<file path="src/fpu_pkg.sv">
//////////////////////////////////////////////////
// fpu_pkg
// shared widths, operation encoding and the
// single-precision word types of the FPU
//////////////////////////////////////////////////

package fpu_pkg;

  localparam int word_width_gp     = 32;
  localparam int reg_addr_width_gp = 5;

  // operations that write back to the fp register file
  typedef enum logic [2:0] {
    op_fsgnj     = 3'd0,
    op_fsgnjn    = 3'd1,
    op_fsgnjx    = 3'd2,
    op_fmin      = 3'd3,
    op_fmax      = 3'd4,
    op_fmv_w_x   = 3'd5,
    op_fcvt_s_w  = 3'd6,
    op_fcvt_s_wu = 3'd7
  } fp_op_e;

  // ieee 754 binary32 fields
  typedef struct packed {
    logic        sign;
    logic [7:0]  exponent;
    logic [22:0] mantissa;
  } fp32_s;

  // one operand word, seen as a float or as an integer
  typedef union packed {
    fp32_s                    fp;
    logic [word_width_gp-1:0] bits;
  } fp_word_u;

  // quiet nan returned by fmin/fmax when both inputs are nan
  localparam logic [word_width_gp-1:0] canonical_nan_gc = 32'h7fc0_0000;

endpackage

</file>
<file path="src/fpu_result_if.sv">
//////////////////////////////////////////////////
// fpu_result_if
// result word and destination register index
// handed from the pipeline to the result queue
//////////////////////////////////////////////////

interface fpu_result_if import fpu_pkg::*; ();

  logic                         v;
  logic                         ready;
  logic [word_width_gp-1:0]     z;
  logic [reg_addr_width_gp-1:0] rd;

  modport producer (output v, output z, output rd, input ready);

  modport consumer (input v, input z, input rd, output ready);

endinterface

</file>
<file path="src/fpu_float_aux.sv">
//////////////////////////////////////////////////
// fpu_float_aux
// sign injection, min/max and fmv.w.x
// one register stage, held while en_i is low
//////////////////////////////////////////////////

module fpu_float_aux import fpu_pkg::*; (
    input  logic                     clk_i
  , input  logic                     reset_i
  , input  logic                     en_i

  , input  logic                     v_i
  , input  fp_op_e                   op_i
  , input  fp_word_u                 a_i
  , input  fp_word_u                 b_i

  , output logic                     v_o
  , output logic [word_width_gp-1:0] z_o
);

  logic a_nan;
  logic b_nan;
  logic a_lt_b;
  logic [word_width_gp-1:0] minmax;
  logic [word_width_gp-1:0] result;
  logic v_r;
  logic [word_width_gp-1:0] z_r;

  assign a_nan = (a_i.fp.exponent == 8'hff) && (a_i.fp.mantissa != '0);
  assign b_nan = (b_i.fp.exponent == 8'hff) && (b_i.fp.mantissa != '0);

  // sign-magnitude compare with -0 below +0
  always_comb begin
    if (a_i.fp.sign != b_i.fp.sign) begin
      a_lt_b = a_i.fp.sign;
    end
    else if (a_i.fp.sign) begin
      a_lt_b = a_i.bits[30:0] > b_i.bits[30:0];
    end
    else begin
      a_lt_b = a_i.bits[30:0] < b_i.bits[30:0];
    end
  end

  always_comb begin
    if (a_nan && b_nan) begin
      minmax = canonical_nan_gc;
    end
    else if (a_nan) begin
      minmax = b_i.bits;
    end
    else if (b_nan) begin
      minmax = a_i.bits;
    end
    else if (op_i == op_fmin) begin
      minmax = a_lt_b ? a_i.bits : b_i.bits;
    end
    else begin
      minmax = a_lt_b ? b_i.bits : a_i.bits;
    end
  end

  always_comb begin
    case (op_i)
      op_fsgnj:  result = {b_i.fp.sign, a_i.bits[30:0]};
      op_fsgnjn: result = {~b_i.fp.sign, a_i.bits[30:0]};
      op_fsgnjx: result = {a_i.fp.sign ^ b_i.fp.sign, a_i.bits[30:0]};
      op_fmin,
      op_fmax:   result = minmax;
      // fmv.w.x moves the bit pattern unchanged
      default:   result = a_i.bits;
    endcase
  end

  always_ff @(posedge clk_i) begin
    if (reset_i) begin
      v_r <= 1'b0;
    end
    else if (en_i) begin
      v_r <= v_i;
    end
  end

  always_ff @(posedge clk_i) begin
    if (en_i) begin
      z_r <= result;
    end
  end

  assign v_o = v_r;
  assign z_o = z_r;

endmodule

</file>
<file path="src/fpu_i2f.sv">
//////////////////////////////////////////////////
// fpu_i2f
// signed/unsigned integer to single-precision
// float, round to nearest even, one register stage
//////////////////////////////////////////////////

module fpu_i2f import fpu_pkg::*; (
    input  logic                     clk_i
  , input  logic                     reset_i
  , input  logic                     en_i

  , input  logic                     v_i
  , input  logic                     signed_i
  , input  fp_word_u                 a_i

  , output logic                     v_o
  , output logic [word_width_gp-1:0] z_o
);

  // position of the leading one counted from bit 31
  function automatic logic [4:0] count_lz(input logic [31:0] x);
    logic [4:0] n;
    n = 5'd0;
    // lowest set bit first, so the highest one wins
    for (int i = 0; i < 32; i++) begin
      if (x[i]) begin
        n = 5'(31 - i);
      end
    end
    return n;
  endfunction

  logic        sign;
  logic [31:0] mag;
  logic [4:0]  lz;
  logic [31:0] norm;
  logic [7:0]  exp_raw;
  logic        guard;
  logic        sticky;
  logic        round_up;
  logic [30:0] rounded;
  logic [word_width_gp-1:0] result;
  logic v_r;
  logic [word_width_gp-1:0] z_r;

  assign sign = signed_i & a_i.bits[31];
  assign mag  = sign ? -a_i.bits : a_i.bits;
  assign lz   = count_lz(mag);
  assign norm = mag << lz;

  // bias 127 plus 31 for the leading one at bit 31
  assign exp_raw = 8'd158 - 8'(lz);

  assign guard    = norm[7];
  assign sticky   = |norm[6:0];
  assign round_up = guard & (sticky | norm[8]);

  // mantissa overflow carries straight into the exponent
  assign rounded = {exp_raw, norm[30:8]} + 31'(round_up);

  assign result = (mag == '0) ? '0 : {sign, rounded};

  always_ff @(posedge clk_i) begin
    if (reset_i) begin
      v_r <= 1'b0;
    end
    else if (en_i) begin
      v_r <= v_i;
    end
  end

  always_ff @(posedge clk_i) begin
    if (en_i) begin
      z_r <= result;
    end
  end

  assign v_o = v_r;
  assign z_o = z_r;

endmodule

</file>
<file path="src/fpu_float.sv">
//////////////////////////////////////////////////
// fpu_float
// three-stage fp writeback pipeline
// dispatches to the aux and i2f units, merges
// their results and stalls on queue back-pressure
//////////////////////////////////////////////////

module fpu_float import fpu_pkg::*; (
    input  logic                         clk_i
  , input  logic                         reset_i

  , input  logic                         v_i
  , input  fp_op_e                       op_i
  , input  logic [word_width_gp-1:0]     rs1_i
  , input  logic [word_width_gp-1:0]     rs2_i
  , input  logic [reg_addr_width_gp-1:0] rd_i
  , output logic                         ready_o

  , fpu_result_if.producer               res
);

  logic stall;

  logic aux_v_li;
  logic aux_v_lo;
  logic [word_width_gp-1:0] aux_z_lo;

  logic i2f_v_li;
  logic i2f_signed_li;
  logic i2f_v_lo;
  logic [word_width_gp-1:0] i2f_z_lo;

  logic v_2_r;
  logic v_3_r;
  logic [word_width_gp-1:0] result_2_r;
  logic [word_width_gp-1:0] result_3_r;
  logic [reg_addr_width_gp-1:0] rd_1_r;
  logic [reg_addr_width_gp-1:0] rd_2_r;
  logic [reg_addr_width_gp-1:0] rd_3_r;

  // output held and not taken by the queue
  assign stall   = res.v & ~res.ready;
  assign ready_o = ~stall;

  // steer the valid to one unit
  always_comb begin
    aux_v_li      = 1'b0;
    i2f_v_li      = 1'b0;
    i2f_signed_li = 1'b0;
    case (op_i)
      op_fcvt_s_w: begin
        i2f_v_li      = v_i;
        i2f_signed_li = 1'b1;
      end
      op_fcvt_s_wu: begin
        i2f_v_li = v_i;
      end
      default: begin
        aux_v_li = v_i;
      end
    endcase
  end

  fpu_float_aux aux (
      .clk_i   (clk_i)
    , .reset_i (reset_i)
    , .en_i    (~stall)
    , .v_i     (aux_v_li)
    , .op_i    (op_i)
    , .a_i     (rs1_i)
    , .b_i     (rs2_i)
    , .v_o     (aux_v_lo)
    , .z_o     (aux_z_lo)
  );

  fpu_i2f i2f (
      .clk_i    (clk_i)
    , .reset_i  (reset_i)
    , .en_i     (~stall)
    , .v_i      (i2f_v_li)
    , .signed_i (i2f_signed_li)
    , .a_i      (rs1_i)
    , .v_o      (i2f_v_lo)
    , .z_o      (i2f_z_lo)
  );

  // merge and stage 3
  always_ff @(posedge clk_i) begin
    if (reset_i) begin
      v_2_r <= 1'b0;
      v_3_r <= 1'b0;
    end
    else if (~stall) begin
      v_2_r <= aux_v_lo | i2f_v_lo;
      v_3_r <= v_2_r;
    end
  end

  always_ff @(posedge clk_i) begin
    if (~stall) begin
      result_2_r <= i2f_v_lo ? i2f_z_lo : aux_z_lo;
      result_3_r <= result_2_r;
    end
  end

  // rd travels alongside the data
  always_ff @(posedge clk_i) begin
    if (~stall) begin
      rd_1_r <= rd_i;
      rd_2_r <= rd_1_r;
      rd_3_r <= rd_2_r;
    end
  end

  assign res.v  = v_3_r;
  assign res.z  = result_3_r;
  assign res.rd = rd_3_r;

endmodule

</file>
<file path="src/fpu_result_fifo.sv">
//////////////////////////////////////////////////
// fpu_result_fifo
// in-order result queue between the pipeline
// and the writeback port, valid/yumi on the output
//////////////////////////////////////////////////

module fpu_result_fifo import fpu_pkg::*; #(
    parameter int fifo_depth_p = 4
) (
    input  logic                         clk_i
  , input  logic                         reset_i

  , fpu_result_if.consumer               in

  , output logic                         v_o
  , output logic [word_width_gp-1:0]     z_o
  , output logic [reg_addr_width_gp-1:0] rd_o
  , input  logic                         yumi_i
);

  localparam int ptr_width_lp   = (fifo_depth_p > 1) ? $clog2(fifo_depth_p) : 1;
  localparam int count_width_lp = $clog2(fifo_depth_p + 1);

  function automatic logic [ptr_width_lp-1:0] next_ptr(input logic [ptr_width_lp-1:0] p);
    return (p == ptr_width_lp'(fifo_depth_p - 1)) ? '0 : p + 1'b1;
  endfunction

  logic [word_width_gp-1:0]     z_mem  [fifo_depth_p];
  logic [reg_addr_width_gp-1:0] rd_mem [fifo_depth_p];
  logic [ptr_width_lp-1:0]      rptr_r;
  logic [ptr_width_lp-1:0]      wptr_r;
  logic [count_width_lp-1:0]    count_r;
  logic full;
  logic enq;
  logic deq;

  assign full     = (count_r == count_width_lp'(fifo_depth_p));
  assign in.ready = ~full;
  assign enq      = in.v & ~full;
  // head leaves when writeback takes it
  assign deq      = yumi_i & v_o;

  always_ff @(posedge clk_i) begin
    if (reset_i) begin
      rptr_r  <= '0;
      wptr_r  <= '0;
      count_r <= '0;
    end
    else begin
      if (enq) begin
        wptr_r <= next_ptr(wptr_r);
      end
      if (deq) begin
        rptr_r <= next_ptr(rptr_r);
      end
      case ({enq, deq})
        2'b10:   count_r <= count_r + 1'b1;
        2'b01:   count_r <= count_r - 1'b1;
        default: count_r <= count_r;
      endcase
    end
  end

  always_ff @(posedge clk_i) begin
    if (enq) begin
      z_mem[wptr_r]  <= in.z;
      rd_mem[wptr_r] <= in.rd;
    end
  end

  assign v_o  = (count_r != '0);
  assign z_o  = z_mem[rptr_r];
  assign rd_o = rd_mem[rptr_r];

endmodule

</file>
<file path="src/fpu_top.sv">
//////////////////////////////////////////////////
// fpu_top
// fp writeback unit: pipeline plus result queue
// valid/ready on issue, valid/yumi on writeback
//////////////////////////////////////////////////

module fpu_top import fpu_pkg::*; #(
    parameter int fifo_depth_p = 4
) (
    input  logic                         clk_i
  , input  logic                         reset_i

  , input  logic                         v_i
  , input  fp_op_e                       op_i
  , input  logic [word_width_gp-1:0]     rs1_i
  , input  logic [word_width_gp-1:0]     rs2_i
  , input  logic [reg_addr_width_gp-1:0] rd_i
  , output logic                         ready_o

  , output logic                         v_o
  , output logic [word_width_gp-1:0]     z_o
  , output logic [reg_addr_width_gp-1:0] rd_o
  , input  logic                         yumi_i
);

  fpu_result_if res_if ();

  fpu_float pipe (
      .clk_i   (clk_i)
    , .reset_i (reset_i)
    , .v_i     (v_i)
    , .op_i    (op_i)
    , .rs1_i   (rs1_i)
    , .rs2_i   (rs2_i)
    , .rd_i    (rd_i)
    , .ready_o (ready_o)
    , .res     (res_if.producer)
  );

  // absorbs results while writeback is held off
  fpu_result_fifo #(
      .fifo_depth_p (fifo_depth_p)
  ) fifo (
      .clk_i   (clk_i)
    , .reset_i (reset_i)
    , .in      (res_if.consumer)
    , .v_o     (v_o)
    , .z_o     (z_o)
    , .rd_o    (rd_o)
    , .yumi_i  (yumi_i)
  );

endmodule

</file>
<file path="config.mk">
export PLATFORM = sky130hd
export DESIGN_NAME = fpu_top
export DESIGN_NICKNAME = d
export VERILOG_FILES = /design/src/fpu_pkg.sv /design/src/fpu_result_if.sv /design/src/fpu_float_aux.sv /design/src/fpu_i2f.sv /design/src/fpu_float.sv /design/src/fpu_result_fifo.sv /design/src/fpu_top.sv
export SDC_FILE = /design/constraint.sdc
export NUM_CORES = 1
export LEC_CHECK = 0
export BUFFER_PORTS_ARGS = -buffer_cell sky130_fd_sc_hd__clkbuf_2
export CORE_MARGIN = 2
export CORE_UTILIZATION = 63
export CTS_BUF_LIST = sky130_fd_sc_hd__clkbuf_8
export CTS_CLUSTER_SIZE = 20
export DETAILED_ROUTE_END_ITERATION = 16
export PLACE_DENSITY = 0.82
export SYNTH_ARGS = -nofsm -noshare
export SYNTH_HDL_FRONTEND = slang
export SYNTH_SLANG_ARGS = --single-unit
</file>
<file path="constraint.sdc">
create_clock -name clk_i -period 8.8 [get_ports clk_i]
set_clock_uncertainty 0.2 [all_clocks]
set_input_delay 0.88 -clock clk_i [delete_from_list [all_inputs] [get_ports clk_i]]
set_output_delay 0.88 -clock clk_i [all_outputs]
set_load 0.005 [all_outputs]
</file>
Word-level counts from Yosys, hierarchy flattened
Memories as Yosys holds them, arrays and structs flattened. A register that Yosys moved wholly into a read port is not among the register bits.
Index checks and enable logic that the tools add are counted.
- reductions and logical operators: 12
- bitwise gates (word level): 11
- equal/unequal tests: 14
- magnitude comparators: 2
- $add $sub $neg: 7
- shift operators: 1
- mux-type cells: 55
- operators by type and width (kind ; count):
    32-bit two-way mux ; 8
    5-bit two-way mux ; 32
    32-bit case mux with 4 select lines ; 1
    23-bit nonzero test ; 2
    32-bit logical NOT ; 1
    32-bit negation ; 1
    32-bit by 5-bit left shift with 31-bit output ; 1
    31-bit by 1-bit adder with 31-bit output ; 1
    31-bit greater-than comparator ; 1
    31-bit < comparator ; 1
    8-bit == test (second input constant) ; 2
    3-bit == test (second input constant) ; 4
    2-bit two-way mux ; 6
    8-bit by 5-bit subtractor with 8-bit output (first input constant) ; 1
    1-bit two-way mux ; 7
    7-bit OR reduction ; 1
    2-bit == test (second input constant) ; 3
    3-bit by 2-bit == test with 1-bit output (second input constant) ; 2
    3-bit case mux with 2 select lines ; 1
    1-bit bitwise AND ; 5
    2-bit by 1-bit adder with 2-bit output (second input constant) ; 2
    2-bit OR reduction ; 2
    3-bit by 1-bit adder with 3-bit output (second input constant) ; 1
    3-bit by 1-bit == test with 1-bit output (second input constant) ; 1
    10 further kinds ; 15
- bits in writable memories: 148
- output and inout bits: 39
- memories kept: 2
- bits in registers: 154
- bits of input ports: 76
- word-level logic and storage cells: 118
- memories (memory ; depth ; width ; read ports ; clocked after memory_dff ; write ports ; RTL line ; source):
    fifo.z_mem ; 4 ; 32 ; 1 ; 1 ; 1 ; fpu_result_fifo.sv:28 ; logic [word_width_gp-1:0] z_mem [fifo_depth_p];
    fifo.rd_mem ; 4 ; 5 ; 1 ; 1 ; 1 ; fpu_result_fifo.sv:29 ; logic [reg_addr_width_gp-1:0] rd_mem [fifo_depth_p];

Depth between registers and ports, before layout
- depth after elaboration: 41
- depth in mapped cells: 25

Hierarchy
Synthesis repeated with hierarchy kept, for this count alone.
- cells, all modules: 1461
- area total of the unflattened synthesis: 17789.6 um^2
- modules (own cells, without submodules) (module ; seq. area each (um^2) ; area each (um^2) ; times used ; cells each):
    fpu_i2f ; 980.9 ; 6399.9 ; 1 ; 830
    fpu_result_fifo ; 4624.4 ; 5825.6 ; 1 ; 245
    fpu_float ; 2412.3 ; 3014.1 ; 1 ; 127
    fpu_float_aux ; 980.9 ; 2549.9 ; 1 ; 259

Least setup slack after synthesis
Ideal clock, no wire load.
- path kind: input to register
- start point: input rs1_i[0]
- end point: register pipe.i2f.z_r[22] (netlist: pipe.i2f.z_o[22]), data pin
- data required time: 8339 ps
- setup time: 261 ps
- arrival: 6286 ps
- cell stages on the path: 21
- path slack: 2052 ps
- path buffers: 2
- cells stage by stage: clkbuf_1 > clkinv_1 > ha_1 > or4b_1 > buf_2 > nor4b_1 > nand3_1 > o31a_1 > o32a_1 > a2111oi_0 > nor2_1 > mux4_2 > nand3_1 > a21oi_1 > ha_1 > nand2_1 > or3_4 > nand4b_4 > or3_4 > nor4b_4 > xnor2_1
- word-level cells in the longest chain between the ends: 39
- ends and longest elaborated chain (what ; RTL line ; source):
    from (decl) ; fpu_top.sv:15 ; , input logic [word_width_gp-1:0] rs1_i
    32-bit negation ; fpu_i2f.sv:47 ; assign mag = sign ? -a_i.bits : a_i.bits;
    32-bit two-way mux * ; fpu_i2f.sv:47 ;
    5-bit two-way mux (32 in series) ; fpu_i2f.sv:26 ; if (x[i]) begin
    32-bit by 5-bit left shift with 31-bit output ; fpu_i2f.sv:49 ; assign norm = mag << lz;
    7-bit OR reduction ; fpu_i2f.sv:55 ; assign sticky = |norm[6:0];
    1-bit bitwise OR ; fpu_i2f.sv:56 ; assign round_up = guard & (sticky | norm[8]);
    1-bit bitwise AND ; fpu_i2f.sv:56 ;
    31-bit by 1-bit adder with 31-bit output ; fpu_i2f.sv:59 ; assign rounded = {exp_raw, norm[30:8]} + 31'(round_up);
    to (signal assigned) ; fpu_i2f.sv:74 ; z_r <= result;
    to (decl) ; fpu_i2f.sv:44 ; logic [word_width_gp-1:0] z_r;
Every way passes the cells marked *; elsewhere a longest branch is shown, timed or not.
A chain may end at the register's enable or synchronous reset.

Worst setup path in the final report
- start point: input rs1_i[0]
- end point: register pipe.i2f.z_r[21] (netlist: pipe.i2f.z_o[21]), data pin
The elaborated chain is that of the path after synthesis.

==> impl_metrics.env <==
export IMPL_power_leakage_uw=0.00709
export IMPL_drive_gt1_frac=0.196
export IMPL_stdcell_count=1979
export IMPL_slew_headroom=0.291
export IMPL_synth_main_ff_cell="edfxtp_1"
export IMPL_syn_area_per_cell_sq_um=11.5
export IMPL_yosysUniqueCellTypes=95
export IMPL_start_util=0.642
export IMPL_routed_wl_um=53400
export IMPL_synthMuxAreaShare=0.104
export IMPL_antenna_cells=0
export IMPL_vias_per_cell=6.93
export IMPL_hold_path_end="pipe.res.z[26]$_DFFE_PN_"
export IMPL_drt_iter0_markers=1599
export IMPL_die_w_um=170
export IMPL_fmax_ghz=0.137
export IMPL_nFillCells=1816
export IMPL_crit_top_cell="or4b_1"
export IMPL_grt_first_pass_wirelength_um=80300
export IMPL_grt_remaining_overflow=0
export IMPL_start_kind="input port"
export IMPL_area_growth_pct=9.29
export IMPL_finalHoldViolations=0
export IMPL_hold_path_class="flip-flop to flip-flop"
export IMPL_grt_max_degree=87
export IMPL_drc=0
export IMPL_pre_cts_slack_ns=1.16
export IMPL_hpwl_um=38000
export IMPL_drv_slew=0
export IMPL_ant_nets=0
export IMPL_syn_inst=1513
export IMPL_r2r_slack_ns=5.98
export IMPL_max_stage_delay_ns=0.72
export IMPL_io_pins=115
export IMPL_met2_usage=0.640
export IMPL_layout_common_cells="edfxtp_1, nand2_1, clkbuf_2"
export IMPL_synth_seq_cells=304
export IMPL_port_buffers=114
export IMPL_drt_pre_antenna_iters=6
export IMPL_cts_buffers=39
export IMPL_grt_util_met3=0.0584
export IMPL_grt_usage=0.373
export IMPL_synth_top_family_by_area="simple AND/OR/NAND/NOR gates"
export IMPL_multiInputGateArea_sq_um=7760
export IMPL_required_ns=8.83
export IMPL_busiest_layer="met2"
export IMPL_p_total_uw=3340
export IMPL_h_tree_depth=2
export IMPL_clkTransAtPathRegs_ns=0.07
export IMPL_r2r_end="pipe.res.rd[2]$_DFFE_PN_"
export IMPL_worst_setup_path_end_kind="flip-flop"
export IMPL_async_flop_share=0
export IMPL_arrival_ns=7.34
export IMPL_fin_crit_sh=0.831
export IMPL_synthAdderAreaFrac=0.0329
export IMPL_fin_ws_ns=1.49
export IMPL_cap_violations=0
export IMPL_cp_cell_sequence="clkbuf_2 > clkinv_1 > ha_1 > or4b_1 > or4b_4 > nor4_2 > o211ai_1 > and2_1 > a311o_1 > o21ai_4 > buf_4 > mux2i_1 > o2111a_1 > a221oi_1 > or4b_1 > nor4b_4 > nand4b_1 > xor2_1"
export IMPL_cts_setup_buffers=0
export IMPL_cpMaxStageDelayCell="or4b_1"
export IMPL_post_cts_resized=0
export IMPL_synth_edf_count=291
export IMPL_die_area_sq_um=28900
export IMPL_synth_area_top_cells="edfxtp_1, mux4_2, nand2_1, ha_1, o21ai_0"
export IMPL_r2r_start="fifo.count_r[0]$_SDFFE_PP0P_"
export IMPL_synthXorXnorAreaFrac=0.0313
export IMPL_status="finished, final reports clean"
export IMPL_critPathKind="input port to flip-flop"
export IMPL_num_rows=60
export IMPL_core_sq_um=27000
export IMPL_setup_tns_final_ns=0
export IMPL_cts_root_buf="clkbuf_8"
export IMPL_num_vias=13713
export IMPL_chipHeight_um=170
export IMPL_met1_usage=0.479
export IMPL_seq_area_frac_synth=0.519
export IMPL_rsz0062_at_grt="false"
export IMPL_nets=1731
export IMPL_syn_area_sq_um=17400
export IMPL_yosys_warnings=0
export IMPL_yosys_area_share_simple=0.140
export IMPL_cts_sinks=304
export IMPL_grt_antenna_before_repair=2
export IMPL_rr_worst_depth=4
export IMPL_hp_start="pipe.result_2_r[26]$_DFFE_PN_"
export IMPL_cts_hold_buf=0
export IMPL_synth_compound_area_share=0.139
export IMPL_wire_per_inst_um=27.0
export IMPL_syn_num_nets=1634
export IMPL_synth_top_cell_area_share=0.504
export IMPL_crit_fanout=32
export IMPL_final_common_cell="edfxtp_1"
export IMPL_worstHoldPathCells=0
export IMPL_period_needed_ns=7.31
export IMPL_insertion_delay_ns=0.50
export IMPL_setup_viol=0
export IMPL_powerDensity_nw_per_um2=176
export IMPL_yosys_area_top_type="edfxtp_1"
export IMPL_ctsLongestPathBuffers=3
export IMPL_dp_cells=1910
export IMPL_worstMarginPinSlew_ns=1.06
export IMPL_ir_drop_uv=91.9
export IMPL_place_gp_congestion=1.01
export IMPL_grt_pass1_vias=13273
export IMPL_regArea_sq_um=9000
export IMPL_cts_tree="yes"
-- synthesized netlist by cell type (4+ instances only) --
cell type  number
o211ai_1       28
nand3b_1        5
xnor2_1        36
o22ai_1         7
mux2i_1        37
nor2_1         90
a31oi_1        18
nand3_1        47
a211oi_1        8
and3_1         10
xor2_1         26
a2111oi_0       7
ha_1           44
a21oi_1        66
o21a_1         11
buf_1          11
a22oi_1         6
inv_1          50
o221ai_1        8
a211o_1         4
edfxtp_1      291
buf_2          14
dfxtp_1        13
mux4_2         45
or3_1           8
a221oi_1       10
nor3_1         49
o2111ai_1       7
nand2_1       150
nor2b_1        10
a21o_1         17
nor4_1         24
o211a_1         6
o31a_1          4
clkbuf_1       70
o21ai_0        87
o31ai_1         8
or2_2           5
mux2_2         37
nand4_1        35
and2_1         11
or4_1           7
nand2b_1        5
-- cell type report --
type / count / area share
clock buffers: 43 / 0.0312
clock inverters: 26 / 0.00567
inverters: 53 / 0.0109
multi-input cells: 1058 / 0.409
flip-flops and latches: 304 / 0.475
well taps: 341 / 0.0225
repair buffers: 154 / 0.0459
-- cells by family (layout without fill, tap and decap cells) --
group	after synthesis	count (layout)
buffers and inverters	151	276
and+or+nand+nor	480	480
AOI/OAI and AO/OA	352	352
DFF	304	304
xor gates and xnor gates	62	62
adders and majority gates	45	45
muxes	119	119
-- metrics by stage --
| step | utilization | hold WS, ns | area, sq um |
|---|---|---|---|
| floorplan | - | 0.200 | 17400 |
| global placement | 0.676 | 0.200 | 18300 |
| detailed placement | 0.676 | 0.205 | 18300 |
| CTS | 0.702 | 0.225 | 19000 |
| global route | 0.702 | 0.225 | 19000 |
| finish | 0.702 | 0.224 | 19000 |
-- worst max-delay path, delay by kind of cell --
family / cells / cell delay, ns
AO/OA/AOI/OAI: 5 / 1.35
buffers and inverters: 3 / 0.92
XOR/XNOR: 1 / 0.20
adder cells (fa/ha/maj): 1 / 0.30
multiplexers: 1 / 0.40
AND/OR/NAND/NOR: 7 / 3.24
-- sequential cells by signal, indices dropped and copies added, names as in the netlist, named ones only --
| signal | flops |
|---|---|
| pipe.result_2_r | 32 |
| pipe.res.rd | 5 |
| pipe.v_2_r | 1 |
| pipe.i2f.z_o | 32 |
| pipe.res.z | 32 |
| pipe.aux.v_o | 1 |
| fifo.rptr_r | 2 |
| pipe.res.v | 1 |
| pipe.i2f.v_o | 1 |
| fifo.wptr_r | 2 |
| pipe.rd_1_r | 5 |
| fifo.count_r | 3 |
| pipe.rd_2_r | 5 |
| fifo.rd_mem | 20 |
| fifo.z_mem | 128 |
| pipe.aux.z_o | 32 |
-- worst max path at each step --
stage                   from                              to  cells after the start
finish              rs1_i[0]  pipe.i2f.z_o[21]$_SDFFCE_PN0N_                     18
global route        rs1_i[0]  pipe.i2f.z_o[27]$_SDFFCE_PN0N_                     20
CTS                 rs1_i[0]  pipe.i2f.z_o[21]$_SDFFCE_PN0N_                     18
detailed placement  rs1_i[0]  pipe.i2f.z_o[19]$_SDFFCE_PN0N_                     18
floorplan           rs1_i[0]  pipe.i2f.z_o[22]$_SDFFCE_PN0N_                     21
global placement    rs1_i[0]  pipe.i2f.z_o[22]$_SDFFCE_PN0N_                     19
-- routing by layer --
layer	wire length (um)	vias up	share of wire
met5	12	-	0.00022
met4	2100	2	0.039
met3	4450	136	0.083
met2	26200	840	0.49
met1	20700	6670	0.39
li1	-	6065	-
-- report_power, final --
part           switching [uW]  leakage, uW  internal, uW  total (uW)
Sequential               59.7      0.00296          1720        1780
Combinational             407      0.00371           241         648
Clock                     466     0.000417           450         916
(Power assumes the default switching activity.)
